File: src/analog_pkg.sv
//----------------------------------------------------------------------
// Analog front end shared definitions
// Sample widths, PWM constants, monitor addresses and code conversion
//----------------------------------------------------------------------

package analog_pkg;

  //--------------------------------------------------------------------
  // Fast converters
  //--------------------------------------------------------------------

  localparam int FAST_W = 14;                     // Fast ADC and DAC sample width

  typedef logic signed [FAST_W-1:0] adc_sample_t; // Two's complement sample
  typedef logic        [FAST_W-1:0] dac_code_t;   // Raw DAC pin code

  //--------------------------------------------------------------------
  // Slow PWM DAC
  //--------------------------------------------------------------------

  typedef logic [7:0] pwm_cnt_t;                  // Period count and duty

  localparam pwm_cnt_t PWM_FULL  = 8'd156;        // Last count, 100 % duty
  localparam int       PWM_BLOCK = 16;            // Periods per dither block
  localparam int       PWM_CH    = 4;             // Number of PWM outputs

  // One input word, seen whole or as duty and dither fields
  typedef union packed {
    logic [23:0] raw;                             // Word as written by software
    struct packed {
      pwm_cnt_t    duty;                          // Base duty, upper byte
      logic [15:0] dither;                        // One extra count per set bit
    } f;
  } pwm_word_u;

  //--------------------------------------------------------------------
  // Monitor ADC readout
  //--------------------------------------------------------------------

  localparam int MON_W = 12;                      // Monitor result width
  localparam int DRP_W = 16;                      // Readout word width

  typedef logic [MON_W-1:0] mon_code_t;           // Left-justified result
  typedef logic [4:0]       mon_addr_t;           // Monitor channel address

  localparam mon_addr_t MON_TEMP  = 5'd0;         // Die temperature
  localparam mon_addr_t MON_INT   = 5'd1;         // VCCINT
  localparam mon_addr_t MON_AUX   = 5'd2;         // VCCAUX
  localparam mon_addr_t MON_VIN   = 5'd3;         // Dedicated VP/VN input
  localparam mon_addr_t MON_BRAM  = 5'd6;         // VCCBRAM
  localparam mon_addr_t MON_PINT  = 5'd13;        // VCCPINT
  localparam mon_addr_t MON_PAUX  = 5'd14;        // VCCPAUX
  localparam mon_addr_t MON_DDR   = 5'd15;        // VCCO DDR
  localparam mon_addr_t MON_SLX_B = 5'd16;        // Aux 0, slow input B
  localparam mon_addr_t MON_SLX_C = 5'd17;        // Aux 1, slow input C
  localparam mon_addr_t MON_SLX_A = 5'd24;        // Aux 8, slow input A
  localparam mon_addr_t MON_SLX_D = 5'd25;        // Aux 9, slow input D

  //--------------------------------------------------------------------
  // Code conversion
  //--------------------------------------------------------------------

  // Offset binary with negative slope into two's complement
  function automatic adc_sample_t adc_to_twos(input logic [FAST_W-1:0] code);
    return {code[FAST_W-1], ~code[FAST_W-2:0]};  // Keep MSB, flip the rest
  endfunction

  // Two's complement into inverted offset binary for the DAC
  function automatic dac_code_t twos_to_dac(input adc_sample_t smp);
    return {smp[FAST_W-1], ~smp[FAST_W-2:0]};    // Same rule, other direction
  endfunction

endpackage
File: src/analog_top.sv
//----------------------------------------------------------------------
// Analog front end top level
// Fast codec, PWM slow DAC and monitor capture on one clock
//----------------------------------------------------------------------

`timescale 1ns/1ps

module analog_top import analog_pkg::*; (
  input  logic              adc_clk,         // Converter clock
  input  logic              dac_rst,         // Synchronous reset, active high

  // Fast ADC
  input  adc_sample_t       adc_dat_a_i,
  input  adc_sample_t       adc_dat_b_i,
  output adc_sample_t       adc_dat_a_o,
  output adc_sample_t       adc_dat_b_o,

  // Fast DAC
  input  adc_sample_t       dac_dat_a_i,
  input  adc_sample_t       dac_dat_b_i,
  output dac_code_t         dac_dat_o,
  output logic              dac_sel_o,
  output logic              dac_wrt_o,
  output logic              dac_rst_o,

  // PWM slow DAC
  input  pwm_word_u         dac_pwm_a_i,
  input  pwm_word_u         dac_pwm_b_i,
  input  pwm_word_u         dac_pwm_c_i,
  input  pwm_word_u         dac_pwm_d_i,
  output logic [PWM_CH-1:0] dac_pwm_o,
  output logic              dac_pwm_sync_o,

  // Monitor readout
  input  logic              drp_req_i,
  input  mon_addr_t         drp_addr_i,
  input  logic [DRP_W-1:0]  drp_data_i,
  output logic              drp_ack_o,
  output mon_code_t         adc_slx_a_o,
  output mon_code_t         adc_slx_b_o,
  output mon_code_t         adc_slx_c_o,
  output mon_code_t         adc_slx_d_o,
  output mon_code_t         adc_v_o,
  output mon_code_t         adc_temp_o,
  output mon_code_t         adc_pint_o,
  output mon_code_t         adc_paux_o,
  output mon_code_t         adc_bram_o,
  output mon_code_t         adc_int_o,
  output mon_code_t         adc_aux_o,
  output mon_code_t         adc_ddr_o
);

  pwm_cnt_t  pwm_cnt;                        // Shared period count
  logic      pwm_load;                       // Block boundary
  logic      pwm_shift;                      // Period boundary
  pwm_word_u pwm_word [PWM_CH];              // Words in channel order

  assign pwm_word[0] = dac_pwm_a_i;
  assign pwm_word[1] = dac_pwm_b_i;
  assign pwm_word[2] = dac_pwm_c_i;
  assign pwm_word[3] = dac_pwm_d_i;

  fast_codec u_codec (
    .adc_clk     (adc_clk),
    .dac_rst     (dac_rst),
    .adc_dat_a_i (adc_dat_a_i),
    .adc_dat_b_i (adc_dat_b_i),
    .adc_dat_a_o (adc_dat_a_o),
    .adc_dat_b_o (adc_dat_b_o),
    .dac_dat_a_i (dac_dat_a_i),
    .dac_dat_b_i (dac_dat_b_i),
    .dac_dat_o   (dac_dat_o),
    .dac_sel_o   (dac_sel_o),
    .dac_wrt_o   (dac_wrt_o),
    .dac_rst_o   (dac_rst_o)
  );

  //--------------------------------------------------------------------
  // PWM slow DAC
  //--------------------------------------------------------------------

  pwm_timebase u_timebase (
    .adc_clk        (adc_clk),
    .dac_rst        (dac_rst),
    .pwm_cnt_o      (pwm_cnt),
    .pwm_load_o     (pwm_load),
    .pwm_shift_o    (pwm_shift),
    .dac_pwm_sync_o (dac_pwm_sync_o)
  );

  for (genvar ch = 0; ch < PWM_CH; ch++) begin : g_pwm
    pwm_dac_channel u_pwm (
      .adc_clk     (adc_clk),
      .dac_rst     (dac_rst),
      .pwm_word_i  (pwm_word[ch]),
      .pwm_cnt_i   (pwm_cnt),
      .pwm_load_i  (pwm_load),
      .pwm_shift_i (pwm_shift),
      .pwm_o       (dac_pwm_o[ch])
    );
  end

  monitor_capture u_monitor (
    .adc_clk     (adc_clk),
    .dac_rst     (dac_rst),
    .drp_req_i   (drp_req_i),
    .drp_addr_i  (drp_addr_i),
    .drp_data_i  (drp_data_i),
    .drp_ack_o   (drp_ack_o),
    .adc_slx_a_o (adc_slx_a_o),
    .adc_slx_b_o (adc_slx_b_o),
    .adc_slx_c_o (adc_slx_c_o),
    .adc_slx_d_o (adc_slx_d_o),
    .adc_v_o     (adc_v_o),
    .adc_temp_o  (adc_temp_o),
    .adc_pint_o  (adc_pint_o),
    .adc_paux_o  (adc_paux_o),
    .adc_bram_o  (adc_bram_o),
    .adc_int_o   (adc_int_o),
    .adc_aux_o   (adc_aux_o),
    .adc_ddr_o   (adc_ddr_o)
  );

endmodule

File: src/monitor_capture.sv
//----------------------------------------------------------------------
// Monitor ADC capture
// Four-phase req/ack slave storing results by monitor channel address
//----------------------------------------------------------------------

`timescale 1ns/1ps

module monitor_capture import analog_pkg::*; (
  input  logic             adc_clk,      // Converter clock
  input  logic             dac_rst,      // Synchronous reset, active high

  input  logic             drp_req_i,    // Result offered
  input  mon_addr_t        drp_addr_i,   // Channel of the result
  input  logic [DRP_W-1:0] drp_data_i,   // Left-justified readout word
  output logic             drp_ack_o,    // Result taken

  output mon_code_t        adc_slx_a_o,  // Slow input A
  output mon_code_t        adc_slx_b_o,  // Slow input B
  output mon_code_t        adc_slx_c_o,  // Slow input C
  output mon_code_t        adc_slx_d_o,  // Slow input D
  output mon_code_t        adc_v_o,      // VP/VN input
  output mon_code_t        adc_temp_o,   // Temperature
  output mon_code_t        adc_pint_o,   // VCCPINT
  output mon_code_t        adc_paux_o,   // VCCPAUX
  output mon_code_t        adc_bram_o,   // VCCBRAM
  output mon_code_t        adc_int_o,    // VCCINT
  output mon_code_t        adc_aux_o,    // VCCAUX
  output mon_code_t        adc_ddr_o     // VCCO DDR
);

  logic      take;                       // New request, not yet acked
  mon_code_t code;                       // Upper bits of the readout

  assign take = drp_req_i && !drp_ack_o;
  assign code = drp_data_i[DRP_W-1 -: MON_W];  // Low nibble is fraction

  //--------------------------------------------------------------------
  // Handshake
  //--------------------------------------------------------------------

  always_ff @(posedge adc_clk) begin
    if (dac_rst) begin
      drp_ack_o <= 1'b0;
    end else if (take) begin
      drp_ack_o <= 1'b1;                 // Ack the cycle after the write
    end else if (drp_ack_o && !drp_req_i) begin
      drp_ack_o <= 1'b0;                 // Release once req is gone
    end
  end

  //--------------------------------------------------------------------
  // Result registers
  //--------------------------------------------------------------------

  always_ff @(posedge adc_clk) begin
    if (dac_rst) begin
      adc_slx_a_o <= '0;
      adc_slx_b_o <= '0;
      adc_slx_c_o <= '0;
      adc_slx_d_o <= '0;
      adc_v_o     <= '0;
      adc_temp_o  <= '0;
      adc_pint_o  <= '0;
      adc_paux_o  <= '0;
      adc_bram_o  <= '0;
      adc_int_o   <= '0;
      adc_aux_o   <= '0;
      adc_ddr_o   <= '0;
    end else if (take) begin
      case (drp_addr_i)
        MON_TEMP:  adc_temp_o  <= code;
        MON_INT:   adc_int_o   <= code;
        MON_AUX:   adc_aux_o   <= code;
        MON_VIN:   adc_v_o     <= code;
        MON_BRAM:  adc_bram_o  <= code;
        MON_PINT:  adc_pint_o  <= code;
        MON_PAUX:  adc_paux_o  <= code;
        MON_DDR:   adc_ddr_o   <= code;
        MON_SLX_B: adc_slx_b_o <= code;
        MON_SLX_C: adc_slx_c_o <= code;
        MON_SLX_A: adc_slx_a_o <= code;
        MON_SLX_D: adc_slx_d_o <= code;
        default: ;                       // Unmapped, acked and dropped
      endcase
    end
  end

endmodule

File: src/pwm_dac_channel.sv
//----------------------------------------------------------------------
// PWM DAC channel
// Dithered duty with a three-stage compare pipeline to the output pin
//----------------------------------------------------------------------

`timescale 1ns/1ps

module pwm_dac_channel import analog_pkg::*; (
  input  logic      adc_clk,        // Converter clock
  input  logic      dac_rst,        // Synchronous reset, active high

  input  pwm_word_u pwm_word_i,     // Duty and dither word
  input  pwm_cnt_t  pwm_cnt_i,      // Shared period count
  input  logic      pwm_load_i,     // Take a new word
  input  logic      pwm_shift_i,    // Next dither bit
  output logic      pwm_o           // Drives the RC filter
);

  pwm_cnt_t    duty_q;              // Base duty for the block
  logic [15:0] dither_q;            // Bit 0 adds one count this period
  pwm_cnt_t    duty_eff_q;          // Stage 1, duty plus dither bit
  pwm_cnt_t    cnt_q;               // Stage 1, count aligned with duty
  logic        cmp_q;               // Stage 2, compare result

  //--------------------------------------------------------------------
  // Word load and dither shift
  //--------------------------------------------------------------------

  always_ff @(posedge adc_clk) begin
    if (dac_rst) begin
      duty_q   <= '0;
      dither_q <= '0;
    end else if (pwm_load_i) begin
      duty_q   <= pwm_word_i.f.duty;          // Held for a whole block
      dither_q <= pwm_word_i.f.dither;
    end else if (pwm_shift_i) begin
      dither_q <= {1'b0, dither_q[15:1]};     // One bit per period
    end
  end

  //--------------------------------------------------------------------
  // Compare pipeline
  //--------------------------------------------------------------------

  always_ff @(posedge adc_clk) begin
    duty_eff_q <= duty_q + pwm_cnt_t'(dither_q[0]);  // 8-bit wrap on 255
    cnt_q      <= pwm_cnt_i;
  end

  always_ff @(posedge adc_clk) begin
    if (dac_rst) begin
      cmp_q <= 1'b0;
      pwm_o <= 1'b0;
    end else begin
      cmp_q <= (cnt_q <= duty_eff_q);         // High up to the duty count
      pwm_o <= cmp_q;                         // Clean pin register
    end
  end

endmodule

File: src/pwm_timebase.sv
//----------------------------------------------------------------------
// PWM timebase
// Period and dither block counters with load, shift and sync decode
//----------------------------------------------------------------------

`timescale 1ns/1ps

module pwm_timebase import analog_pkg::*; (
  input  logic     adc_clk,         // Converter clock
  input  logic     dac_rst,         // Synchronous reset, active high

  output pwm_cnt_t pwm_cnt_o,       // Period count to all channels
  output logic     pwm_load_o,      // Take new words, end of block
  output logic     pwm_shift_o,     // Shift dither, end of period
  output logic     dac_pwm_sync_o   // One cycle ahead of the load
);

  pwm_cnt_t   cnt_q;                // Period counter, 1 to PWM_FULL
  logic [3:0] bcnt_q;               // Period index inside the block
  logic       per_end;              // Last count of a period
  logic       blk_last;             // Last period of a block

  //--------------------------------------------------------------------
  // Counters
  //--------------------------------------------------------------------

  always_ff @(posedge adc_clk) begin
    if (dac_rst) begin
      cnt_q  <= '0;
      bcnt_q <= '0;
    end else begin
      cnt_q <= per_end ? 8'd1 : cnt_q + 8'd1;  // Zero only right after reset
      if (per_end) begin
        bcnt_q <= bcnt_q + 4'd1;              // Wraps once per block
      end
    end
  end

  //--------------------------------------------------------------------
  // Event decode
  //--------------------------------------------------------------------

  assign per_end  = (cnt_q == PWM_FULL);
  assign blk_last = (bcnt_q == 4'(PWM_BLOCK - 1));

  assign pwm_cnt_o      = cnt_q;
  assign pwm_shift_o    = per_end;
  assign pwm_load_o     = per_end && blk_last;              // Same edge as shift
  assign dac_pwm_sync_o = blk_last && (cnt_q == PWM_FULL - 8'd1);

endmodule

File: src/fast_codec.sv
//----------------------------------------------------------------------
// Fast converter codec
// ADC capture to two's complement, DAC conversion and channel multiplex
//----------------------------------------------------------------------

`timescale 1ns/1ps

module fast_codec import analog_pkg::*; (
  input  logic        adc_clk,      // Converter clock
  input  logic        dac_rst,      // Synchronous reset, active high

  input  adc_sample_t adc_dat_a_i,  // ADC channel A pins
  input  adc_sample_t adc_dat_b_i,  // ADC channel B pins
  output adc_sample_t adc_dat_a_o,  // Channel A, two's complement
  output adc_sample_t adc_dat_b_o,  // Channel B, two's complement

  input  adc_sample_t dac_dat_a_i,  // DAC channel A sample
  input  adc_sample_t dac_dat_b_i,  // DAC channel B sample
  output dac_code_t   dac_dat_o,    // Shared DAC data bus
  output logic        dac_sel_o,    // 1 selects channel A
  output logic        dac_wrt_o,    // DAC write strobe
  output logic        dac_rst_o     // DAC reset pin
);

  logic      phase_q;               // 0 while new samples are taken
  dac_code_t dac_b_q;               // Channel B held for the second slot

  //--------------------------------------------------------------------
  // ADC receive
  //--------------------------------------------------------------------

  always_ff @(posedge adc_clk) begin
    adc_dat_a_o <= adc_to_twos(adc_dat_a_i);  // Undo negative slope
    adc_dat_b_o <= adc_to_twos(adc_dat_b_i);
  end

  //--------------------------------------------------------------------
  // DAC transmit
  //--------------------------------------------------------------------

  // Channel B waits one slot while A is on the bus
  always_ff @(posedge adc_clk) begin
    if (!phase_q) begin
      dac_b_q <= twos_to_dac(dac_dat_b_i);
    end
    dac_rst_o <= dac_rst;                     // Registered reset to the pin
  end

  always_ff @(posedge adc_clk) begin
    if (dac_rst) begin
      phase_q   <= 1'b0;
      dac_dat_o <= '0;
      dac_sel_o <= 1'b0;
      dac_wrt_o <= 1'b0;
    end else begin
      phase_q   <= ~phase_q;                  // Two slots per sample pair
      dac_wrt_o <= 1'b1;                      // Write in every slot
      dac_sel_o <= ~phase_q;                  // A slot follows phase 0
      if (!phase_q) begin
        dac_dat_o <= twos_to_dac(dac_dat_a_i); // Channel A goes out next
      end else begin
        dac_dat_o <= dac_b_q;                 // Then the held channel B
      end
    end
  end

endmodule

File: config.mk
export PLATFORM = sky130hd
export DESIGN_NAME = analog_top
export DESIGN_NICKNAME = d
export VERILOG_FILES = /design/src/analog_pkg.sv /design/src/analog_top.sv /design/src/monitor_capture.sv /design/src/pwm_dac_channel.sv /design/src/pwm_timebase.sv /design/src/fast_codec.sv
export SDC_FILE = /design/constraint.sdc
export NUM_CORES = 1
export LEC_CHECK = 0
export BUFFER_PORTS_ARGS = -buffer_cell sky130_fd_sc_hd__buf_2
export CAP_MARGIN = 10
export CORE_MARGIN = 4
export CORE_UTILIZATION = 40
export CTS_CLUSTER_SIZE = 10
export DETAILED_ROUTE_END_ITERATION = 10
export PLACE_DENSITY = 0.66
export RECOVER_POWER = 50
export SYNTH_ARGS = -nofsm -noshare
export SYNTH_HDL_FRONTEND = slang
export SYNTH_SLANG_ARGS = --single-unit
File: constraint.sdc
create_clock -name adc_clk -period 1.7 [get_ports adc_clk]
set_clock_uncertainty 0.15 [all_clocks]
set_input_delay 0.085 -clock adc_clk [delete_from_list [all_inputs] [get_ports adc_clk]]
set_output_delay 0.085 -clock adc_clk [all_outputs]
set_load 0.02 [all_outputs]
### Yosys cells after proc, flatten, opt, wreduce, memory -nomap -nowiden

Cells that the tools add are included.

| cells by class | value |
|---|---|
| add/subtract/negate cells | 6 |
| order comparisons | 4 |
| equal/unequal tests | 14 |
| multiplexer cells | 13 |
| bitwise gates (word level) | 5 |
| reductions and logical operators | 22 |

Operator list:

| kind | number |
|---|---|
| 16-bit 2-to-1 mux | 8 |
| 13-bit inverter | 4 |
| 8-bit by 1-bit adder with 8-bit output | 4 |
| 8-bit <= comparator | 4 |
| 2-bit AND reduction | 12 |
| 5-bit equality test (second input constant) | 4 |
| 8-bit equality test (second input constant) | 2 |
| 5-bit by 4-bit equality test with 1-bit output (second input constant) | 3 |
| 14-bit 2-to-1 mux | 1 |
| 5-bit by 2-bit equality test with 1-bit output (second input constant) | 2 |
| 8-bit by 1-bit adder with 8-bit output (second input constant) | 1 |
| 5-bit by 1-bit equality test with 1-bit output (second input constant) | 1 |
| 5-bit by 3-bit equality test with 1-bit output (second input constant) | 1 |
| 5-bit zero test | 1 |
| 4-bit by 1-bit adder with 4-bit output (second input constant) | 1 |
| 4-bit equality test (second input constant) | 1 |
| 1-bit logical AND | 4 |
| 1-bit 2-to-1 mux | 4 |
| 2-bit nonzero test | 2 |
| 1-bit zero test | 2 |
| 2-bit OR reduction | 1 |
| 1-bit inverter | 1 |

| word-level totals | value |
|---|---|
| bits in registers | 360 |
| bits of input ports | 176 |
| output and inout port bits | 195 |
| word-level logic and storage cells | 108 |

### Depth between registers and ports, before layout

Gate-level depths: netlist of run 1.

| depth | value |
|---|---|
| depth after elaboration | 4 |
| mapped depth | 8 |
| gate-level depth less buffers | 6 |

### Modules after synthesis

From an unflattened synthesis of run 1, not the netlist that was laid out.

| second synthesis, totals | value |
|---|---|
| cells, all modules | 1409 |
| area total of the unflattened synthesis | 14866.8 um^2 |

Modules (own cells, without submodules):

| module | times used | cells an instance | area each (um^2) | seq. area each (um^2) |
|---|---|---|---|---|
| pwm_dac_channel | 4 | 173 | 1699.1 | 840.8 |
| monitor_capture | 1 | 512 | 5700.5 | 2902.8 |
| fast_codec | 1 | 133 | 1750.4 | 1321.3 |
| pwm_timebase | 1 | 72 | 619.3 | 240.2 |

### Least setup slack after synthesis of run 1

No wires, ideal clock.

| path | value |
|---|---|
| kind | reg2reg |
| from | register u_monitor.drp_ack_o |
| to | register u_monitor.adc_int_o[10] |
| library setup time | 0.132 ns |
| arrival | 1.580 ns |
| data required time | 1.418 ns |
| slack | -0.162 ns |
| cell stages (with the launch flop) | 9 |
| path buffers | 2 |
| period minus slack after synthesis | 1.862 ns |
| path through | dfxtp_1 inv_1 ha_1 nor4b_2 buf_4 nand2_1 buf_2 nand2_1 a21oi_1 |

| on the way | value |
|---|---|
| longest elaborated chain between the ends | 3 |

RTL lines:

| element | line | source |
|---|---|---|
| start: declaration | monitor_capture.sv:15 | `output logic drp_ack_o,` |
| start signal: assignment | monitor_capture.sv:43 | `drp_ack_o <= 1'b0;` |
| start signal: assignment | monitor_capture.sv:45 | `drp_ack_o <= 1'b1;` |
| start signal: assignment | monitor_capture.sv:47 | `drp_ack_o <= 1'b0;` |
| 1-bit zero test | monitor_capture.sv:34 | `assign take = drp_req_i && !drp_ack_o;` |
| 1-bit logical AND | monitor_capture.sv:34 |  |
| via u_monitor.take | monitor_capture.sv:31 | `logic take;` |
| 2-bit AND reduction (no line) | n/a |  |
| end signal: assignment | monitor_capture.sv:72 | `MON_INT: adc_int_o <= code;` |
| end: declaration | monitor_capture.sv:26 | `output mon_code_t adc_int_o,` |

The timed path passes the listed nets, and every way through them passes these cells.
A chain may end at the register's enable or synchronous reset.

### Final worst setup path of run 1

| path | value |
|---|---|
| from | register u_timebase.cnt_q[0], in the netlist u_timebase.pwm_cnt_o[0] |
| to | register g_pwm[0].u_pwm.dither_q[10] |

| on the way | value |
|---|---|
| longest elaborated chain between the ends | 3 |
| elaborated cells on any way between the ends | 4 |
| classes of those cells | 1 x eq/ne; 1 x mux; 2 x reduce/logical |

RTL lines:

| element | line | source |
|---|---|---|
| start: declaration | pwm_timebase.sv:18 | `pwm_cnt_t cnt_q;` |
| start signal: assignment | pwm_timebase.sv:32 | `cnt_q <= per_end ? 8'd1 : cnt_q + 8'd1;` |
| 8-bit equality test * | pwm_timebase.sv:43 | `assign per_end = (cnt_q == PWM_FULL);` |
| 1-bit logical AND | pwm_timebase.sv:48 | `assign pwm_load_o = per_end && blk_last;` |
| 16-bit 2-to-1 mux / 2-bit nonzero test (equally long branches) | n/a |  |
| end signal: assignment | pwm_dac_channel.sv:35 | `dither_q <= pwm_word_i.f.dither;` |
| end signal: assignment | pwm_dac_channel.sv:37 | `dither_q <= {1'b0, dither_q[15:1]};` |
| end: declaration | pwm_dac_channel.sv:20 | `logic [15:0] dither_q;` |

Mark *: on every way between the ends. The rest lies on a longest branch, timed or not.

==> out/metrics.cfg, run 1 <==
[outcome]
outcome = complete, but fails checks
violations = setup timing

[floorplan]
ios = 371
fp.dieH_um = 194
core-area_sq_mm = 0.0339
start_util_pct = 40.9
rows = 67
die_x_um = 194
fp.dieArea_sq_mm = 0.0376

[min_path]
hp-start = adc_dat_a_i[13]
worst_hold_path_type = in2reg

[global_routing]
gr-usage-met2_pct = 38.8
grt_max_degree = 75
gr-total-overflow = 0
busiest_layer = met2
antenna_found_initial = 2
grt_pass1_wl_um = 69700
grt_use_met3_pct = 5.00
gr-usage-met1_pct = 26.9
grt_pass1_vias = 13179
grt_use_total_pct = 22.5

[critical_path]
critPathTopFamily = buffers and inverters
start_kind = flip-flop
cpMaxStageDelayCell = dfxtp_2
critical_path_class = reg2reg
cp_max_fo = 5
r2r-start = u_timebase.pwm_cnt_o[0]
crit_arrival_ns = 2.16
cp_cell_sequence = inv_2, ha_4, inv_4, nor3_4, buf_4, buf_6, buf_12, nor2_1, a311oi_1
startpoint = u_timebase.pwm_cnt_o[0]
crit_path_max_incr_delay_ns = 0.32
endpoint_kind = flip-flop
cp.buffers_inverters = 5
cp.required_ns = 1.97

[sta]
tightest_slew_ns = 0.442
slew_viol_final = 0
layout_min_cycle_time_ns = 1.89
finalSetupViolCount = 85
rsz0062_at_grt = yes
fin_crit_sh_pct = 111
fmax_mhz = 529
layout_setup_ws_ns = -0.190
final_hold_viol_count = 0
holdWs_ns = 0.0467
relSlewSlack_pct = 70.5

[placement]
dp_hpwl_um = 27000
io_buffers = 366
dpl_cell_area_sq_mm = 0.0165
place_congestion = 0.818

[route]
vias_per_cell = 5.11
first_pass_iters = 5
drt-total-wl_um = 46200
drt_iter0_drc = 693
dr_total_vias = 13133
wire_per_inst_um = 18.0
drc = 0
postRouteAntennaNets = 0

[synthesis]
synth_seq_cells = 360
synth_edf_count = 14
syn-num-nets = 1743
postSynthCellCount = 1523
avgSynthCellArea_sq_um = 9.09
synth.distinct_cells = 48
async_flop_share_pct = 0
synthesis.area_sq_mm = 0.0138
ys.warnings.count = 0
yosysSeqAreaShare_pct = 53.1
synth_ff_type = dfxtp_1

[finish]
final_cell_area_sq_mm = 0.0209
fill_cells = 2688
finalNetCount = 2330
layout-drive-gt1-share_pct = 33.1
syn_to_final_growth_pct = 50.7

[cts]
cts.sinks = 360
insertion_delay_ns = 0.54
htreeDepth = 2
cts_buffer_depth = 3
clk_pin_slew_ns = 0.06
cts_buffers = 42
cts_tree = yes
clockRootBuffer = clkbuf_16

[power_and_ir_drop]
leakage_nw = 9.06
ir_drop_v = 0.000826
p_per_area_mw_per_mm2 = 874

[job]
max_cap_violations = 0

[final timing paths]
kind,to,slack [ns],cells after the start
worst min register to register,g_pwm[0].u_pwm.pwm_o,0.28,1
worst max register to register,g_pwm[0].u_pwm.dither_q[10],-0.19,9
worst min-delay path,u_codec.adc_dat_a_o[13],0.05,2
worst max-delay path,g_pwm[0].u_pwm.dither_q[10],-0.19,9
[layout by cell type, fill, tap and decap left out, drive strengths merged, types with 2 or more instances in the layout]
cell type	count
dlygate4sd3	174
and4	3
inv	76
xor2	11
a211oi	3
nand2	328
nor3	7
ha	44
nand3	57
a21o	3
a311oi	59
dfxtp	346
nand4b	2
mux2i	63
edfxtp	14
nor4b	2
nor4	2
xnor2	19
and3	9
a31o	3
nand4	17
o21ai	6
nor2	160
clkbuf	66
nand2b	2
diode	2
buf	466
or2	2
o211ai	3
nor2b	16
a21oi	145
[power breakdown]
part | internal [mW] | switching (mW) | leakage, nW
clock network | 4.69 | 3.32 | 0.564
logic | 0.702 | 0.788 | 5.54
registers | 8.65 | 0.0649 | 2.95
total | 14.0 | 4.17 | 9.06
[per-layer routing]
metal	part of all wire, %	up-vias
met3	6.9	136
li1	-	6259
met4	4.3	0
met1	39	6215
met2	49	523
met5	0	-
[what timing repair did]
item / in CTS / in global routing
hold endpoints to repair: 314 / 0
gates cloned: 13 / 7
endpoints found under the setup margin: 153 / 179
resized for setup: 73 / 165
pin swaps: 41 / 75
setup buffers: 26 / 17
hold buffers: 174 / 0
[synthesized netlist by cell type (11+ instances only)]
cell type | number | area, sq um
dfxtp_1 | 346 | 6930
nand2_1 | 328 | 1230
nor2_1 | 160 | 601
a21oi_1 | 145 | 726
inv_1 | 76 | 285
clkbuf_1 | 71 | 267
mux2i_1 | 63 | 631
nand3_1 | 57 | 285
ha_1 | 44 | 551
a311oi_2 | 40 | 601
buf_2 | 20 | 100
a311oi_1 | 19 | 166
xnor2_1 | 19 | 166
nand4_1 | 17 | 106
nor2b_1 | 16 | 100
edfxtp_1 | 14 | 420
xor2_1 | 11 | 96.3
[kinds of logic after synthesis]
kind of cell,Yosys count,synth area share (%)
AOI/OAI and AO/OA,227,12.0
xor gates and xnor gates,30,1.90
adders and majority gates,44,3.98
buffers and inverters,186,5.86
DFF,360,53.1
muxes,63,4.56
and+or+nand+nor,613,18.7
[metrics by stage]
stage	TNS [ns]	setup slack (ns)	utilization (%)	total power, mW	cells
floorplan	-0.203	-0.00677	-	9.43	1523
global placement	-1.28	-0.0360	48.6	9.93	2287
detailed placement	-7.61	-0.144	48.6	9.95	2287
CTS	-3.10	-0.188	59.3	18.3	2552
global route	-13.68	-0.269	61.6	18.8	2570
finish	-6.10	-0.190	61.6	18.2	2570
[flip-flops by register name (all words and copies together) (netlist names), 14 cells and up]
signal / flops
g_pwm.u_pwm.duty_eff_q: 32
u_codec.adc_dat_a_o: 14
g_pwm.u_pwm.duty_q: 32
u_codec.dac_dat_o: 14
g_pwm.u_pwm.dither_q: 64
u_codec.dac_b_q: 14
u_codec.adc_dat_b_o: 14
[final cells by class]
class                           count  area, sq um  area share (%)
Antenna cell                        2         5.00          0.0240
Clock buffer                       53         1160            5.54
Clock inverter                      1         7.51          0.0360
Inverter                           76          288            1.38
Multi-Input combinational cell    977         6320            30.3
Sequential cell                   360         7370            35.3
Tap cell                          448          561            2.69
Timing Repair Buffer              653         5140            24.7
Note: power is estimated with default switching activity, not from simulation.
==> run 2: changes to the inputs <==
--- a/config.mk
+++ b/config.mk
@@ -11,8 +11,9 @@
 export CORE_UTILIZATION = 40
 export CTS_CLUSTER_SIZE = 10
 export DETAILED_ROUTE_END_ITERATION = 10
-export PLACE_DENSITY = 0.66
+export PLACE_DENSITY = 0.65
 export RECOVER_POWER = 50
 export SYNTH_ARGS = -nofsm -noshare
 export SYNTH_HDL_FRONTEND = slang
+export SYNTH_HIERARCHICAL = 1
 export SYNTH_SLANG_ARGS = --single-unit
==> out/metrics.cfg, run 2 <==
[finish]
seqCellArea_sq_mm = 0.00783  ; was 0.00737 sq mm
layout-drive-gt1-share_pct = 25.8  ; was 33.1%
final_common_cell = dfxtp_1  ; was buf_2
fin_util_pct = 59.8  ; was 61.6%
multiInputGateArea_sq_mm = 0.00673  ; was 0.00632 sq mm
top_register = g_pwm.u_pwm/dither_q  ; was g_pwm.u_pwm.dither_q
largest_reg_flops = 64  ; unchanged
fill_cells = 2951  ; was 2688
finalNetCount = 2265  ; was 2330
antenna_cells = 0  ; was 2
layout_common_cells = dfxtp_1 (367), buf_2 (245), mux2i_1 (222), dlygate4sd3_1 (174), nand2b_1 (156)  ; was buf_2 (357), dfxtp_1 (335), nand2_1 (301), dlygate4sd3_1 (174), nor2_1 (134)
syn_to_final_growth_pct = 47.2  ; was 50.7%

[placement]
dp_slack_ns = -0.218  ; was -0.144 ns
io_buffers = 366  ; unchanged
place_congestion = 0.790  ; was 0.818
dp_hpwl_um = 27300  ; was 27000 um

[synthesis]
synth_seq_cells = 384  ; was 360
synth_edf_count = 14  ; unchanged
synth.cells.most_frequent = dfxtp_1 (370), mux2i_1 (238), nor2_1 (168), nand2b_1 (157), a21oi_1 (80)  ; was dfxtp_1 (346), nand2_1 (328), nor2_1 (160), a21oi_1 (145), inv_1 (76)
ys.warnings.count = 6  ; was 0
synthesis.area_sq_mm = 0.0149  ; was 0.0138 sq mm
yosys.area.top_type = dfxtp_1  ; unchanged
yosysSeqAreaShare_pct = 52.7  ; was 53.1%
synth_top_area_share_pct = 49.8  ; was 50.0%
postSynthCellCount = 1409  ; was 1523
async_flop_share_pct = 0  ; unchanged
syn-num-nets = 1629  ; was 1743
avgSynthCellArea_sq_um = 10.6  ; was 9.09 sq um
synth_ff_type = dfxtp_1  ; unchanged
ys_top_cells_by_area = dfxtp_1 (50%), mux2i_1 (16%), nand2b_1 (6.6%), nor2_1 (4.2%), ha_1 (3.7%)  ; was dfxtp_1 (50%), nand2_1 (8.9%), a21oi_1 (5.2%), mux2i_1 (4.6%), a311oi_2 (4.3%)
yosysMostFrequentCell = dfxtp_1  ; unchanged
synth.distinct_cells = 50  ; was 48

[cts]
htreeDepth = 2  ; unchanged
clk_pin_slew_ns = 0.05  ; was 0.06 ns
insertion_delay_ns = 0.55  ; was 0.54 ns
clockRootBuffer = clkbuf_16  ; unchanged
cts_tree = yes  ; unchanged
cts_buffer_depth = 3  ; unchanged
cts_buffers = 45  ; was 42
cts.sinks = 384  ; was 360

[global_routing]
gr-total-overflow = 0  ; unchanged
grt_max_degree = 41  ; was 75
grt_pass1_wl_um = 70700  ; was 69700 um
grt_pass1_vias = 13327  ; was 13179
antenna_found_initial = 0  ; was 2
grt_use_total_pct = 21.4  ; was 22.5%

[floorplan]
fp.dieArea_sq_mm = 0.0403  ; was 0.0376 sq mm
ios = 371  ; unchanged
core-area_sq_mm = 0.0366  ; was 0.0339 sq mm
die_x_um = 201  ; was 194 um
start_util_pct = 40.6  ; was 40.9%
rows = 70  ; was 67
fp.dieH_um = 201  ; was 194 um

[critical_path]
r2r-start = u_timebase/pwm_cnt_o[6]  ; was u_timebase.pwm_cnt_o[0]
cp_max_fo = 7  ; was 5
cp.required_ns = 1.98  ; was 1.97 ns
crit_arrival_ns = 2.37  ; was 2.16 ns
endpoint_kind = flip-flop  ; unchanged
start_kind = flip-flop  ; unchanged
startpoint = u_timebase/pwm_cnt_o[6]  ; was u_timebase.pwm_cnt_o[0]
critical_path_class = reg2reg  ; unchanged

[sta]
layout_min_cycle_time_ns = 2.08  ; was 1.89 ns
layout_setup_ws_ns = -0.385  ; was -0.190 ns
fin_crit_sh_pct = 123  ; was 111%
rsz0062_at_grt = yes  ; unchanged
finalSetupViolCount = 196  ; was 85
fmax_mhz = 480  ; was 529 MHz
tightest_slew_ns = 0.604  ; was 0.442 ns
relSlewSlack_pct = 59.7  ; was 70.5%
holdWs_ns = 0.0382  ; was 0.0467 ns
slew_viol_final = 0  ; unchanged
final_hold_viol_count = 0  ; unchanged

[min_path]
worst_hold_path_type = in2reg  ; unchanged
hp-start = adc_dat_b_i[13]  ; was adc_dat_a_i[13]

[route]
dr_total_vias = 12230  ; was 13133
postRouteAntennaNets = 0  ; unchanged
drt_iter0_drc = 479  ; was 693
vias_per_cell = 4.84  ; was 5.11
drc = 0  ; unchanged
drt-total-wl_um = 45100  ; was 46200 um
first_pass_iters = 5  ; unchanged
wire_per_inst_um = 17.8  ; was 18.0 um

[job]
max_cap_violations = 0  ; unchanged

[power_and_ir_drop]
p_total_mw = 19.4  ; was 18.2 mW
ir_drop_v = 0.000775  ; was 0.000826 V
leakage_nw = 9.81  ; was 9.06 nW
p_per_area_mw_per_mm2 = 887  ; was 874 mW/mm^2

[outcome]
violations = setup timing  ; unchanged
outcome = complete, but fails checks  ; unchanged

## run 2: metrics by stage
stage | TNS, ns | instance area, sq um | cells
floorplan | -27.61 | 15000 | 1409
global placement | -11.78 | 17600 | 2236
detailed placement | -16.30 | 17600 | 2236
CTS | -26.36 | 21700 | 2522
global route | -61.31 | 21900 | 2528
finish | -32.28 | 21900 | 2528
## run 2: timing repair
action,CTS,global route
pin swaps,28,47
buffers inserted,34,14
resized for setup,77,102
endpoints found under the hold margin,312,0
hold buffers,174,0
gates cloned,16,2
endpoints found under the setup margin,123,134
## run 2: final timing paths
kind / endpoint / slack (ns) / depth (start not counted)
hold reg to reg: g_pwm[0].u_pwm/pwm_o / 0.29 / 1
setup reg to reg: g_pwm[1].u_pwm/dither_q[10] / -0.38 / 11
hold / removal: u_codec/adc_dat_b_o[13] / 0.04 / 2
setup / recovery: g_pwm[1].u_pwm/dither_q[10] / -0.38 / 11
## run 2: layer usage
metal  part of all wire [%]  GRT usage, %  wire (um)
met5                      0             0          0
met4                    3.0          7.30       1330
met3                    6.6          6.83       2990
met2                     51          38.3      22900
met1                     40          24.2      17900
## run 2: worst max-delay path, stage by stage (launching register included)
cell and delay, ns:
dfxtp_1 0.32, nand4bb_4 0.24, buf_6 0.14, buf_6 0.11
nor3_4 0.20, buf_6 0.15, buf_16 0.15, buf_6 0.12
buf_8 0.11, nor2_1 0.04, a21oi_1 0.17, nor2_1 0.07
## run 2: cell families (layout without fill, tap and decap cells)
logic type | after synthesis | in the layout | synth area share (%)
flops | 384 | 384 | 52.7
buf+inv | 163 | 814 | 5.50
xor+xnor | 25 | 25 | 1.47
fa+ha+maj | 44 | 44 | 3.70
simple gates | 433 | 433 | 15.6
compound gates | 122 | 122 | 5.07
mux | 238 | 238 | 16.0
## run 2: cell type report
| class | count | area share (%) |
|---|---|---|
| Clock buffer | 59 | 5.63 |
| Clock inverter | 3 | 0.0972 |
| Inverter | 79 | 1.37 |
| Multi-Input combinational cell | 862 | 30.8 |
| Sequential cell | 384 | 35.8 |
| Tap cell | 468 | 2.68 |
| Timing Repair Buffer | 673 | 23.7 |
## run 2: where the power goes
part	switching [mW]	total [mW]	internal, mW
clock network	3.50	8.49	4.99
registers	0.0719	9.34	9.27
logic	0.787	1.58	0.795
